[src/common/pwmPkg.sv]
`default_nettype none

package pwmPkg;

	// peripheral bus widths
	typedef logic [15:0] busAddr_t;
	typedef logic [11:0] localAddr_t;
	typedef logic [31:0] busData_t;
	typedef logic [3:0] byteSel_t;
	typedef logic [3:0] deviceId_t;

	// prescale shift, one clock tick every 2^scale cycles
	localparam int PRESCALE_BITS = 5;
	typedef logic [PRESCALE_BITS-1:0] prescale_t;

	// one bus request as seen by every device
	typedef struct packed {
		logic we;
		logic oe;
		busAddr_t address;
		byteSel_t byteSelect;
		busData_t dataWrite;
	} busRequest_t;

	// registered read response
	typedef struct packed {
		logic requestOutput;
		busData_t dataRead;
	} busResponse_t;

	// timebase control, low bits of the configuration word
	typedef struct packed {
		logic counterEnable;
		prescale_t clockScale;
	} timebaseConfig_t;

	// register offsets inside one device
	localparam localAddr_t CONFIG_OFFSET = 12'h000;
	localparam localAddr_t TOP_OFFSET = 12'h004;
	localparam localAddr_t STATUS_OFFSET = 12'h008;
	// channel i compare at COMPARE_BASE + 4*i
	localparam localAddr_t COMPARE_BASE = 12'h010;

	// reset values
	localparam prescale_t DEFAULT_SCALE = 5'd3;
	localparam logic [15:0] DEFAULT_TOP = 16'h1388;

endpackage

`default_nettype wire

[src/pwm/pwmChannel.sv]
`timescale 1ns/1ps
`default_nettype none

module pwmChannel #(
	parameter int WIDTH = 16
) (
	input wire logic clk,
	input wire logic rst,
	input wire logic enable,
	input wire logic [WIDTH-1:0] compareValue,
	input wire logic [WIDTH-1:0] counterValue,
	output logic pwmOut,
	output logic rise,
	output logic fall
);

	logic outLevel;
	logic lastLevel;
	logic compareHit;

	// high while the counter sits below compare
	assign compareHit = enable && (counterValue < compareValue);

	always_ff @(posedge clk) begin
		if (rst) begin
			outLevel <= 1'b0;
			lastLevel <= 1'b0;
		end else begin
			outLevel <= compareHit;
			lastLevel <= outLevel;
		end
	end

	assign pwmOut = outLevel;

	// edges show in the first cycle of the new level
	assign rise = outLevel && !lastLevel;
	assign fall = !outLevel && lastLevel;

	// switching a high channel off gives a fall next cycle
	assert property (@(posedge clk) disable iff (rst)
		pwmOut && !enable |=> fall);

endmodule

`default_nettype wire

[src/pwm/pwmTimebase.sv]
`timescale 1ns/1ps
`default_nettype none

module pwmTimebase #(
	parameter int WIDTH = 16
) (
	input wire logic clk,
	input wire logic rst,
	input wire pwmPkg::timebaseConfig_t cfg,
	input wire logic [WIDTH-1:0] top,
	input wire logic topWrite,
	output logic [WIDTH-1:0] counterValue
);

	// prescaler spans up to 2^31 cycles per tick
	localparam int PRESCALE_COUNT_BITS = 31;

	typedef logic [WIDTH-1:0] count_t;
	typedef logic [PRESCALE_COUNT_BITS-1:0] prescaleCount_t;

	prescaleCount_t prescaleCount;
	prescaleCount_t lastCount;
	logic tick;
	count_t counter;

	// 2^scale - 1, scale 31 wraps to all ones
	assign lastCount = (prescaleCount_t'(1) << cfg.clockScale) - prescaleCount_t'(1);
	// a lowered scale ends the running count at once
	assign tick = (prescaleCount >= lastCount);

	always_ff @(posedge clk) begin
		if (rst || !cfg.counterEnable || topWrite) begin
			prescaleCount <= '0;
			counter <= '0;
		end else if (tick) begin
			prescaleCount <= '0;
			if (counter == top) begin
				counter <= '0;
			end else begin
				counter <= counter + count_t'(1);
			end
		end else begin
			prescaleCount <= prescaleCount + prescaleCount_t'(1);
		end
	end

	assign counterValue = counter;

	// a new top may sit below the counter for its write cycle only
	assert property (@(posedge clk) disable iff (rst)
		!topWrite |-> counterValue <= top);

endmodule

`default_nettype wire

[src/pwm/pwmRegisters.sv]
`timescale 1ns/1ps
`default_nettype none

module pwmRegisters #(
	parameter pwmPkg::deviceId_t ID = 4'h0,
	parameter int OUTPUTS = 4,
	parameter int WIDTH = 16
) (
	input wire logic clk,
	input wire logic rst,

	input wire logic peripheralEnable,
	input wire pwmPkg::busRequest_t bus,
	output pwmPkg::busResponse_t response,

	output pwmPkg::timebaseConfig_t timebaseCfg,
	output logic [WIDTH-1:0] top,
	output logic topWrite,
	output logic [OUTPUTS*WIDTH-1:0] compareValues,
	output logic [OUTPUTS-1:0] compareEnable,
	output logic [OUTPUTS-1:0] pwmEn,

	input wire logic [WIDTH-1:0] counterValue,
	input wire logic [OUTPUTS-1:0] pwmOut,
	input wire logic [OUTPUTS-1:0] rise,
	input wire logic [OUTPUTS-1:0] fall,
	output logic pwmIrq
);

	// scale, counter enable, then four enable fields per channel
	localparam int FIELD_BASE = pwmPkg::PRESCALE_BITS + 1;
	localparam int CFG_W = FIELD_BASE + 4 * OUTPUTS;

	typedef logic [WIDTH-1:0] count_t;
	typedef logic [CFG_W-1:0] config_t;
	typedef logic [OUTPUTS-1:0] chanMask_t;

	pwmPkg::localAddr_t localAddr;
	logic deviceSel;
	logic writeAccess;
	logic readAccess;

	config_t configReg;
	count_t topReg;
	count_t compareReg [OUTPUTS];

	chanMask_t outputEnable;
	chanMask_t riseIrqEnable;
	chanMask_t fallIrqEnable;

	logic readHit;
	pwmPkg::busData_t readValue;

	// keep the old byte wherever its select bit is low
	function automatic pwmPkg::busData_t mergeBytes(input pwmPkg::busData_t oldValue,
			input pwmPkg::busData_t newValue, input pwmPkg::byteSel_t sel);
		pwmPkg::busData_t merged;
		merged = oldValue;
		for (int b = 0; b < 4; b++) begin
			if (sel[b]) begin
				merged[8*b +: 8] = newValue[8*b +: 8];
			end
		end
		return merged;
	endfunction

	// device select on the upper address nibble
	assign deviceSel = peripheralEnable && (bus.address[15:12] == ID);
	assign localAddr = bus.address[11:0];
	assign writeAccess = deviceSel && bus.we;
	assign readAccess = deviceSel && bus.oe;

	always_ff @(posedge clk) begin
		if (rst) begin
			configReg <= config_t'(pwmPkg::DEFAULT_SCALE);
			topReg <= count_t'(pwmPkg::DEFAULT_TOP);
			topWrite <= 1'b0;
			for (int i = 0; i < OUTPUTS; i++) begin
				compareReg[i] <= '0;
			end
		end else begin
			topWrite <= writeAccess && (localAddr == pwmPkg::TOP_OFFSET);
			if (writeAccess) begin
				if (localAddr == pwmPkg::CONFIG_OFFSET) begin
					configReg <= config_t'(mergeBytes(pwmPkg::busData_t'(configReg),
						bus.dataWrite, bus.byteSelect));
				end
				if (localAddr == pwmPkg::TOP_OFFSET) begin
					topReg <= count_t'(mergeBytes(pwmPkg::busData_t'(topReg),
						bus.dataWrite, bus.byteSelect));
				end
				for (int i = 0; i < OUTPUTS; i++) begin
					if (localAddr == pwmPkg::COMPARE_BASE + pwmPkg::localAddr_t'(4 * i)) begin
						compareReg[i] <= count_t'(mergeBytes(pwmPkg::busData_t'(compareReg[i]),
							bus.dataWrite, bus.byteSelect));
					end
				end
			end
		end
	end

	// read mux, status is read only
	always_comb begin
		readHit = 1'b0;
		readValue = '0;
		case (localAddr)
			pwmPkg::CONFIG_OFFSET: begin
				readHit = 1'b1;
				readValue = pwmPkg::busData_t'(configReg);
			end
			pwmPkg::TOP_OFFSET: begin
				readHit = 1'b1;
				readValue = pwmPkg::busData_t'(topReg);
			end
			pwmPkg::STATUS_OFFSET: begin
				readHit = 1'b1;
				readValue = pwmPkg::busData_t'({pwmOut, counterValue});
			end
			default: begin
			end
		endcase
		for (int i = 0; i < OUTPUTS; i++) begin
			if (localAddr == pwmPkg::COMPARE_BASE + pwmPkg::localAddr_t'(4 * i)) begin
				readHit = 1'b1;
				readValue = pwmPkg::busData_t'(compareReg[i]);
			end
		end
	end

	// response one clock after the read strobe
	always_ff @(posedge clk) begin
		if (rst) begin
			response <= '0;
		end else begin
			response.requestOutput <= readAccess && readHit;
			response.dataRead <= (readAccess && readHit) ? readValue : '0;
		end
	end

	// configuration fields
	assign timebaseCfg.clockScale = configReg[pwmPkg::PRESCALE_BITS-1:0];
	assign timebaseCfg.counterEnable = configReg[pwmPkg::PRESCALE_BITS];
	assign compareEnable = configReg[FIELD_BASE +: OUTPUTS];
	assign outputEnable = configReg[FIELD_BASE + OUTPUTS +: OUTPUTS];
	assign riseIrqEnable = configReg[FIELD_BASE + 2 * OUTPUTS +: OUTPUTS];
	assign fallIrqEnable = configReg[FIELD_BASE + 3 * OUTPUTS +: OUTPUTS];

	assign top = topReg;

	always_comb begin
		for (int i = 0; i < OUTPUTS; i++) begin
			compareValues[i*WIDTH +: WIDTH] = compareReg[i];
		end
	end

	assign pwmEn = compareEnable & outputEnable;

	// any enabled edge on any channel
	assign pwmIrq = |((rise & riseIrqEnable) | (fall & fallIrqEnable));

	// a response only ever answers a read from the cycle before
	assert property (@(posedge clk) disable iff (rst)
		response.requestOutput |-> $past(readAccess));

	// timebase restart is a single pulse
	assert property (@(posedge clk) disable iff (rst)
		topWrite |=> !topWrite);

endmodule

`default_nettype wire

[src/design/pwmPeripheral.sv]
`timescale 1ns/1ps
`default_nettype none

module pwmPeripheral #(
	parameter pwmPkg::deviceId_t ID = 4'h0,
	parameter int OUTPUTS = 4,
	parameter int WIDTH = 16
) (
	input wire logic clk,
	input wire logic rst,

	input wire logic peripheralEnable,
	input wire pwmPkg::busRequest_t bus,
	output pwmPkg::busResponse_t response,

	output logic [OUTPUTS-1:0] pwmEn,
	output logic [OUTPUTS-1:0] pwmOut,
	output logic pwmIrq
);

	pwmPkg::timebaseConfig_t timebaseCfg;
	logic [WIDTH-1:0] top;
	logic topWrite;
	logic [OUTPUTS*WIDTH-1:0] compareValues;
	logic [OUTPUTS-1:0] compareEnable;
	logic [WIDTH-1:0] counterValue;
	logic [OUTPUTS-1:0] rise;
	logic [OUTPUTS-1:0] fall;

	// bus registers and interrupt
	pwmRegisters #(
		.ID(ID),
		.OUTPUTS(OUTPUTS),
		.WIDTH(WIDTH)
	) registersInst (
		.clk(clk),
		.rst(rst),
		.peripheralEnable(peripheralEnable),
		.bus(bus),
		.response(response),
		.timebaseCfg(timebaseCfg),
		.top(top),
		.topWrite(topWrite),
		.compareValues(compareValues),
		.compareEnable(compareEnable),
		.pwmEn(pwmEn),
		.counterValue(counterValue),
		.pwmOut(pwmOut),
		.rise(rise),
		.fall(fall),
		.pwmIrq(pwmIrq)
	);

	// shared counter for all channels
	pwmTimebase #(
		.WIDTH(WIDTH)
	) timebaseInst (
		.clk(clk),
		.rst(rst),
		.cfg(timebaseCfg),
		.top(top),
		.topWrite(topWrite),
		.counterValue(counterValue)
	);

	for (genvar i = 0; i < OUTPUTS; i++) begin : gChannel
		pwmChannel #(
			.WIDTH(WIDTH)
		) channelInst (
			.clk(clk),
			.rst(rst),
			.enable(compareEnable[i]),
			.compareValue(compareValues[i*WIDTH +: WIDTH]),
			.counterValue(counterValue),
			.pwmOut(pwmOut[i]),
			.rise(rise[i]),
			.fall(fall[i])
		);
	end

endmodule

`default_nettype wire

[config.mk]
export PLATFORM = sky130hd
export DESIGN_NAME = pwmPeripheral
export DESIGN_NICKNAME = d
export VERILOG_FILES = /design/src/common/pwmPkg.sv /design/src/pwm/pwmChannel.sv /design/src/pwm/pwmTimebase.sv /design/src/pwm/pwmRegisters.sv /design/src/design/pwmPeripheral.sv
export SDC_FILE = /design/constraint.sdc
export NUM_CORES = 1
export LEC_CHECK = 0
export ABC_AREA = 1
export BUFFER_PORTS_ARGS = -buffer_cell sky130_fd_sc_hd__buf_4
export CAP_MARGIN = 5
export CELL_PAD_IN_SITES_DETAIL_PLACEMENT = 0
export CELL_PAD_IN_SITES_GLOBAL_PLACEMENT = 2
export CORE_MARGIN = 2
export CORE_UTILIZATION = 36
export CTS_BUF_LIST = sky130_fd_sc_hd__clkbuf_2
export CTS_CLUSTER_DIAMETER = 80
export DETAILED_ROUTE_END_ITERATION = 8
export PLACE_DENSITY = 0.92
export REMOVE_ABC_BUFFERS = 1
export SLEW_MARGIN = 20
export SYNTH_ARGS = -nofsm -noshare
export SYNTH_HDL_FRONTEND = slang
export SYNTH_HIERARCHICAL = 1
export SYNTH_SLANG_ARGS = --single-unit
[constraint.sdc]
create_clock -name clk -period 3.3 [get_ports clk]
set_input_delay 0.165 -clock clk [delete_from_list [all_inputs] [get_ports clk]]
set_output_delay 0.165 -clock clk [all_outputs]
set_load 0.03 [all_outputs]
==> impl_results.md <==
* Data arrival, critical path at 4060 ps
* Maximum vdd drop at 0.182 mV
* CP max stage delay at 640 ps
* Setup_tns at 0 ps
* Status: completed
* Synthesis Warnings at 6
* Worst-path fanout max at 6
* P&R area growth vs syn at 17.7%
* # rows at 67
* Core area at 0.0334 mm2
* Worst Tran Pin Value at 937 ps
* Cell at the slowest stage of the critical path: dlygate4sd3_1
* Power Dens Cells at 272 mW/mm2
* Root Buffer Master: clkbuf_2
* Startpoint Class: primary input
* Clk pin slew, worst setup/hold paths at 280 ps
* Reg2Reg Setup Slack at 250 ps
* CP endpoint kind: flop
* Cell variety after synth at 49
* Final net count at 1976
* GRT overflow at 0
* Dpl ws at -12.4 ps
* Worst setup margin at 96.1 ps
* Post-synth EDFFs at 64
* HP Class: in -> reg
* Fin. Hold Viols at 0
* WP buf/inv at 6
* Post-layout util at 0.429
* Num ports at 99
* Initial Util at 0.365
* Combinational power share at 0.068
* Starting DRT DRC Count at 836
* Skew final at 61.3 ps
* RSZ-0062 raised after global routing: yes
* Synth Area per Inst at 7.31 um2
* DRC errors left at 0
* Vias in the first global route at 10545
* Internal at 2.83 mW
* Clock buffer depth at 2
* Final ANT Viol Nets at 0
* Slew headroom at 0.373
* DR WL/cell at 15.7 um
* Die boundary width at 188 um
* Primary FF master, synth: dfxtp_1
* Switching power at 1.07 mW
* Setup violators final at 0
* Worst-skew pair later-pin latency at 900 ps
* Post-DP Area at 0.0132 mm2
* Seq pwr share at 0.608
* Total clock sinks at 181
* Pre-antenna DRT Iters at 6
* Final Cycle Share at 0.971
* Min cycle time layout at 3200 ps
* Worst Setup Path Type: in -> reg
* Total GRT Usage at 0.207
* Seq/Total Area, Yosys at 0.351
* Pleak at 6.69 nW
* Crit path top cell by count: dlygate4sd3_1
* Gpl congestion at 0.854
* Fraction of layout cells with a size suffix above 1 at 0.152
* Ys async rst share at 0
* CP Data Required Time at 4150 ps
* First-pass GRT wire length at 57.2 mm
* CTS tree: built
* Fillers at 3491
* Clk pwr share at 0.324
* Delay-heaviest family, CP: buffers and inverters
* IO Port Bufs at 77
* Total Wirelength at 35.9 mm
* Max cap viols at 0
* F_max at 312 MHz
* Synth Instances at 1665
* Depth of the CTS H-tree at 4
* Die H at 188 um
* Dpl hpwl at 26.7 mm
* Initial antenna violation count at 1
* Post-synthesis instance area at 0.0122 mm2
* Num CTS Buffers at 17
* Crit path cell chain: dlygate4sd3_1 -> buf_4 -> nor2_4 -> dlygate4sd3_1 -> nand3_1 -> dlygate4sd3_1 -> nor2_1 -> dlygate4sd3_1 -> nand2_1 -> nand4_1 -> o21ai_2 -> a21oi_1 -> dlygate4sd3_1
* Design area at 0.0143 mm2
* Max-slew violation count at 0
* Sw Ratio at 0.274
* Number of vias per cell at 4.93
* Die area at 0.0353 mm2
* Flops & latches, synth at 181
* Largest net degree at the start of global routing at 47
* Via count at 11279
==> final timing paths <==
path                                                          startpoint                                        end  cells past startpoint
worst max-delay path                                             bus[36]       registersInst/response[7]$_SDFF_PP0_                     13
worst min register to register  registersInst/configReg[18]$_SDFFE_PP0P_      registersInst/response[18]$_SDFF_PP0_                      2
worst min-delay path                                             bus[47]      registersInst/response[15]$_SDFF_PP0_                     10
worst max register to register   registersInst/configReg[1]$_SDFFE_PP1P_  timebaseInst/counterValue[8]$_SDFFE_PP0P_                     21
==> placed cells by master, fill, tap and decap left out, drive strengths merged <==
master | netlist | layout
a21o | 1 | 1
a21oi | 91 | 91
a221oi | 2 | 2
a311oi | 1 | 1
and3 | 2 | 2
buf | 52 | 121
bufinv | 0 | 2
clkbuf | 6 | 17
clkinv | 1 | 6
clkinvlp | 0 | 1
conb | 1 | 10
dfxtp | 117 | 117
diode | 0 | 1
dlygate4sd3 | 0 | 69
edfxtp | 64 | 64
ha | 94 | 94
inv | 243 | 250
nand2 | 377 | 377
nand3 | 122 | 122
nand3b | 7 | 7
nand4 | 44 | 44
nor2 | 264 | 264
nor3 | 36 | 36
nor3b | 2 | 2
nor4 | 9 | 9
o211ai | 8 | 8
o21a | 1 | 1
o21ai | 68 | 68
o31ai | 2 | 2
or2 | 5 | 5
xnor2 | 4 | 4
xor2 | 41 | 41
==> synth_stat cells, types with 3 or more instances <==
cell type / count / area share
a21oi_2: 5 / 0.0036
buf_4: 28 / 0.017
nand3_1: 111 / 0.046
clkbuf_1: 6 / 0.0019
o21ai_1: 11 / 0.0045
nand2_1: 353 / 0.11
nor2_2: 12 / 0.0062
nand4_1: 43 / 0.022
nand3b_1: 7 / 0.0043
buf_6: 6 / 0.0056
xnor2_1: 3 / 0.0022
nand3_2: 10 / 0.0082
nor3_1: 25 / 0.010
xor2_1: 41 / 0.030
nor2_1: 235 / 0.073
o211ai_1: 8 / 0.0049
ha_1: 94 / 0.097
nor3_2: 7 / 0.0058
inv_2: 17 / 0.0052
nand2_2: 19 / 0.0098
nor3_4: 4 / 0.0053
nand2_4: 5 / 0.0046
inv_1: 226 / 0.070
nor4_1: 5 / 0.0026
nor2_4: 16 / 0.015
or2_2: 3 / 0.0015
buf_2: 17 / 0.0070
dfxtp_1: 117 / 0.19
a21oi_1: 86 / 0.035
o21ai_0: 56 / 0.023
edfxtp_1: 64 / 0.16
nor4_2: 4 / 0.0041
==> repair_timing <==
| action | 4_1_cts | 5_1_grt |
|---|---|---|
| hold buffers | 69 | 0 |
| gates resized for setup | 1 | 29 |
| pin swaps | 2 | 9 |
| endpoints found under the hold margin | 200 | 0 |
| endpoints found under the setup margin | 20 | 62 |
| buffers inserted | 4 | 5 |
==> registers in the layout, summed over array words and instances (netlist names) <==
name                            count
registersInst/compareReg           64
timebaseInst/prescaleCount         31
registersInst/response             23
registersInst/configReg            22
registersInst/top                  16
timebaseInst/counterValue          16
gChannel.channelInst/lastLevel      4
gChannel.channelInst/pwmOut         4
registersInst/topWrite              1
==> per-layer routing <==
layer	global-route usage	up-vias	share of wire
met2	0.339	320	0.47
met5	0	-	0
met4	0.0554	0	0.016
li1	-	5684	-
met3	0.0292	41	0.053
met1	0.285	5234	0.47
==> cell type report <==
class | instances | area (um2) | area share
sequential | 181 | 4280 | 0.299
tap | 448 | 561 | 0.0391
timing repair buffer | 190 | 1620 | 0.113
clock buffer | 17 | 85.1 | 0.00594
multi-input combinational | 1191 | 6690 | 0.467
antenna | 1 | 2.50 | 0.000175
inverter | 244 | 918 | 0.0641
clock inverter | 15 | 166 | 0.0116
==> logic make-up (layout without fill, tap and decap cells) <==
kind of cell | after synthesis | count (layout) | share of synthesized area
other cells | 1 | 11 | 0.000308
xor+xnor | 45 | 45 | 0.0330
fa+ha+maj | 94 | 94 | 0.0967
compound gates | 174 | 174 | 0.0768
simple gates | 868 | 868 | 0.335
buf+inv | 302 | 466 | 0.107
flops | 181 | 181 | 0.351
==> through the flow <==
step                      hold WS (ps)  total power [mW]  std cells
after floorplan                    237              2.53       1616
after global placement             399              2.63       2176
after detailed placement           407              2.64       2176
after CTS                        0.723              3.96       2281
after global routing              52.2              4.07       2287
final                             88.7              3.90       2287
==> power by group through the flow <==
stage                     clock network, mW  logic [mW]  registers, mW
after global routing                   1.40       0.290           2.38
after global placement                    0       0.214           2.42
final                                  1.26       0.264           2.37
after CTS                              1.32       0.261           2.38
after floorplan                           0       0.120           2.41
after detailed placement                  0       0.218           2.42
==> tightest hold or removal path, stage by stage <==
cell	delay [ps]
buf_4	80
nor2_2	40
nand2_4	100
nor2_4	120
nand3_1	90
nand3_1	70
nor2_1	120
nand4_1	90
nand2_1	60
inv_1	30
Note: power is estimated with default switching activity, not from simulation.
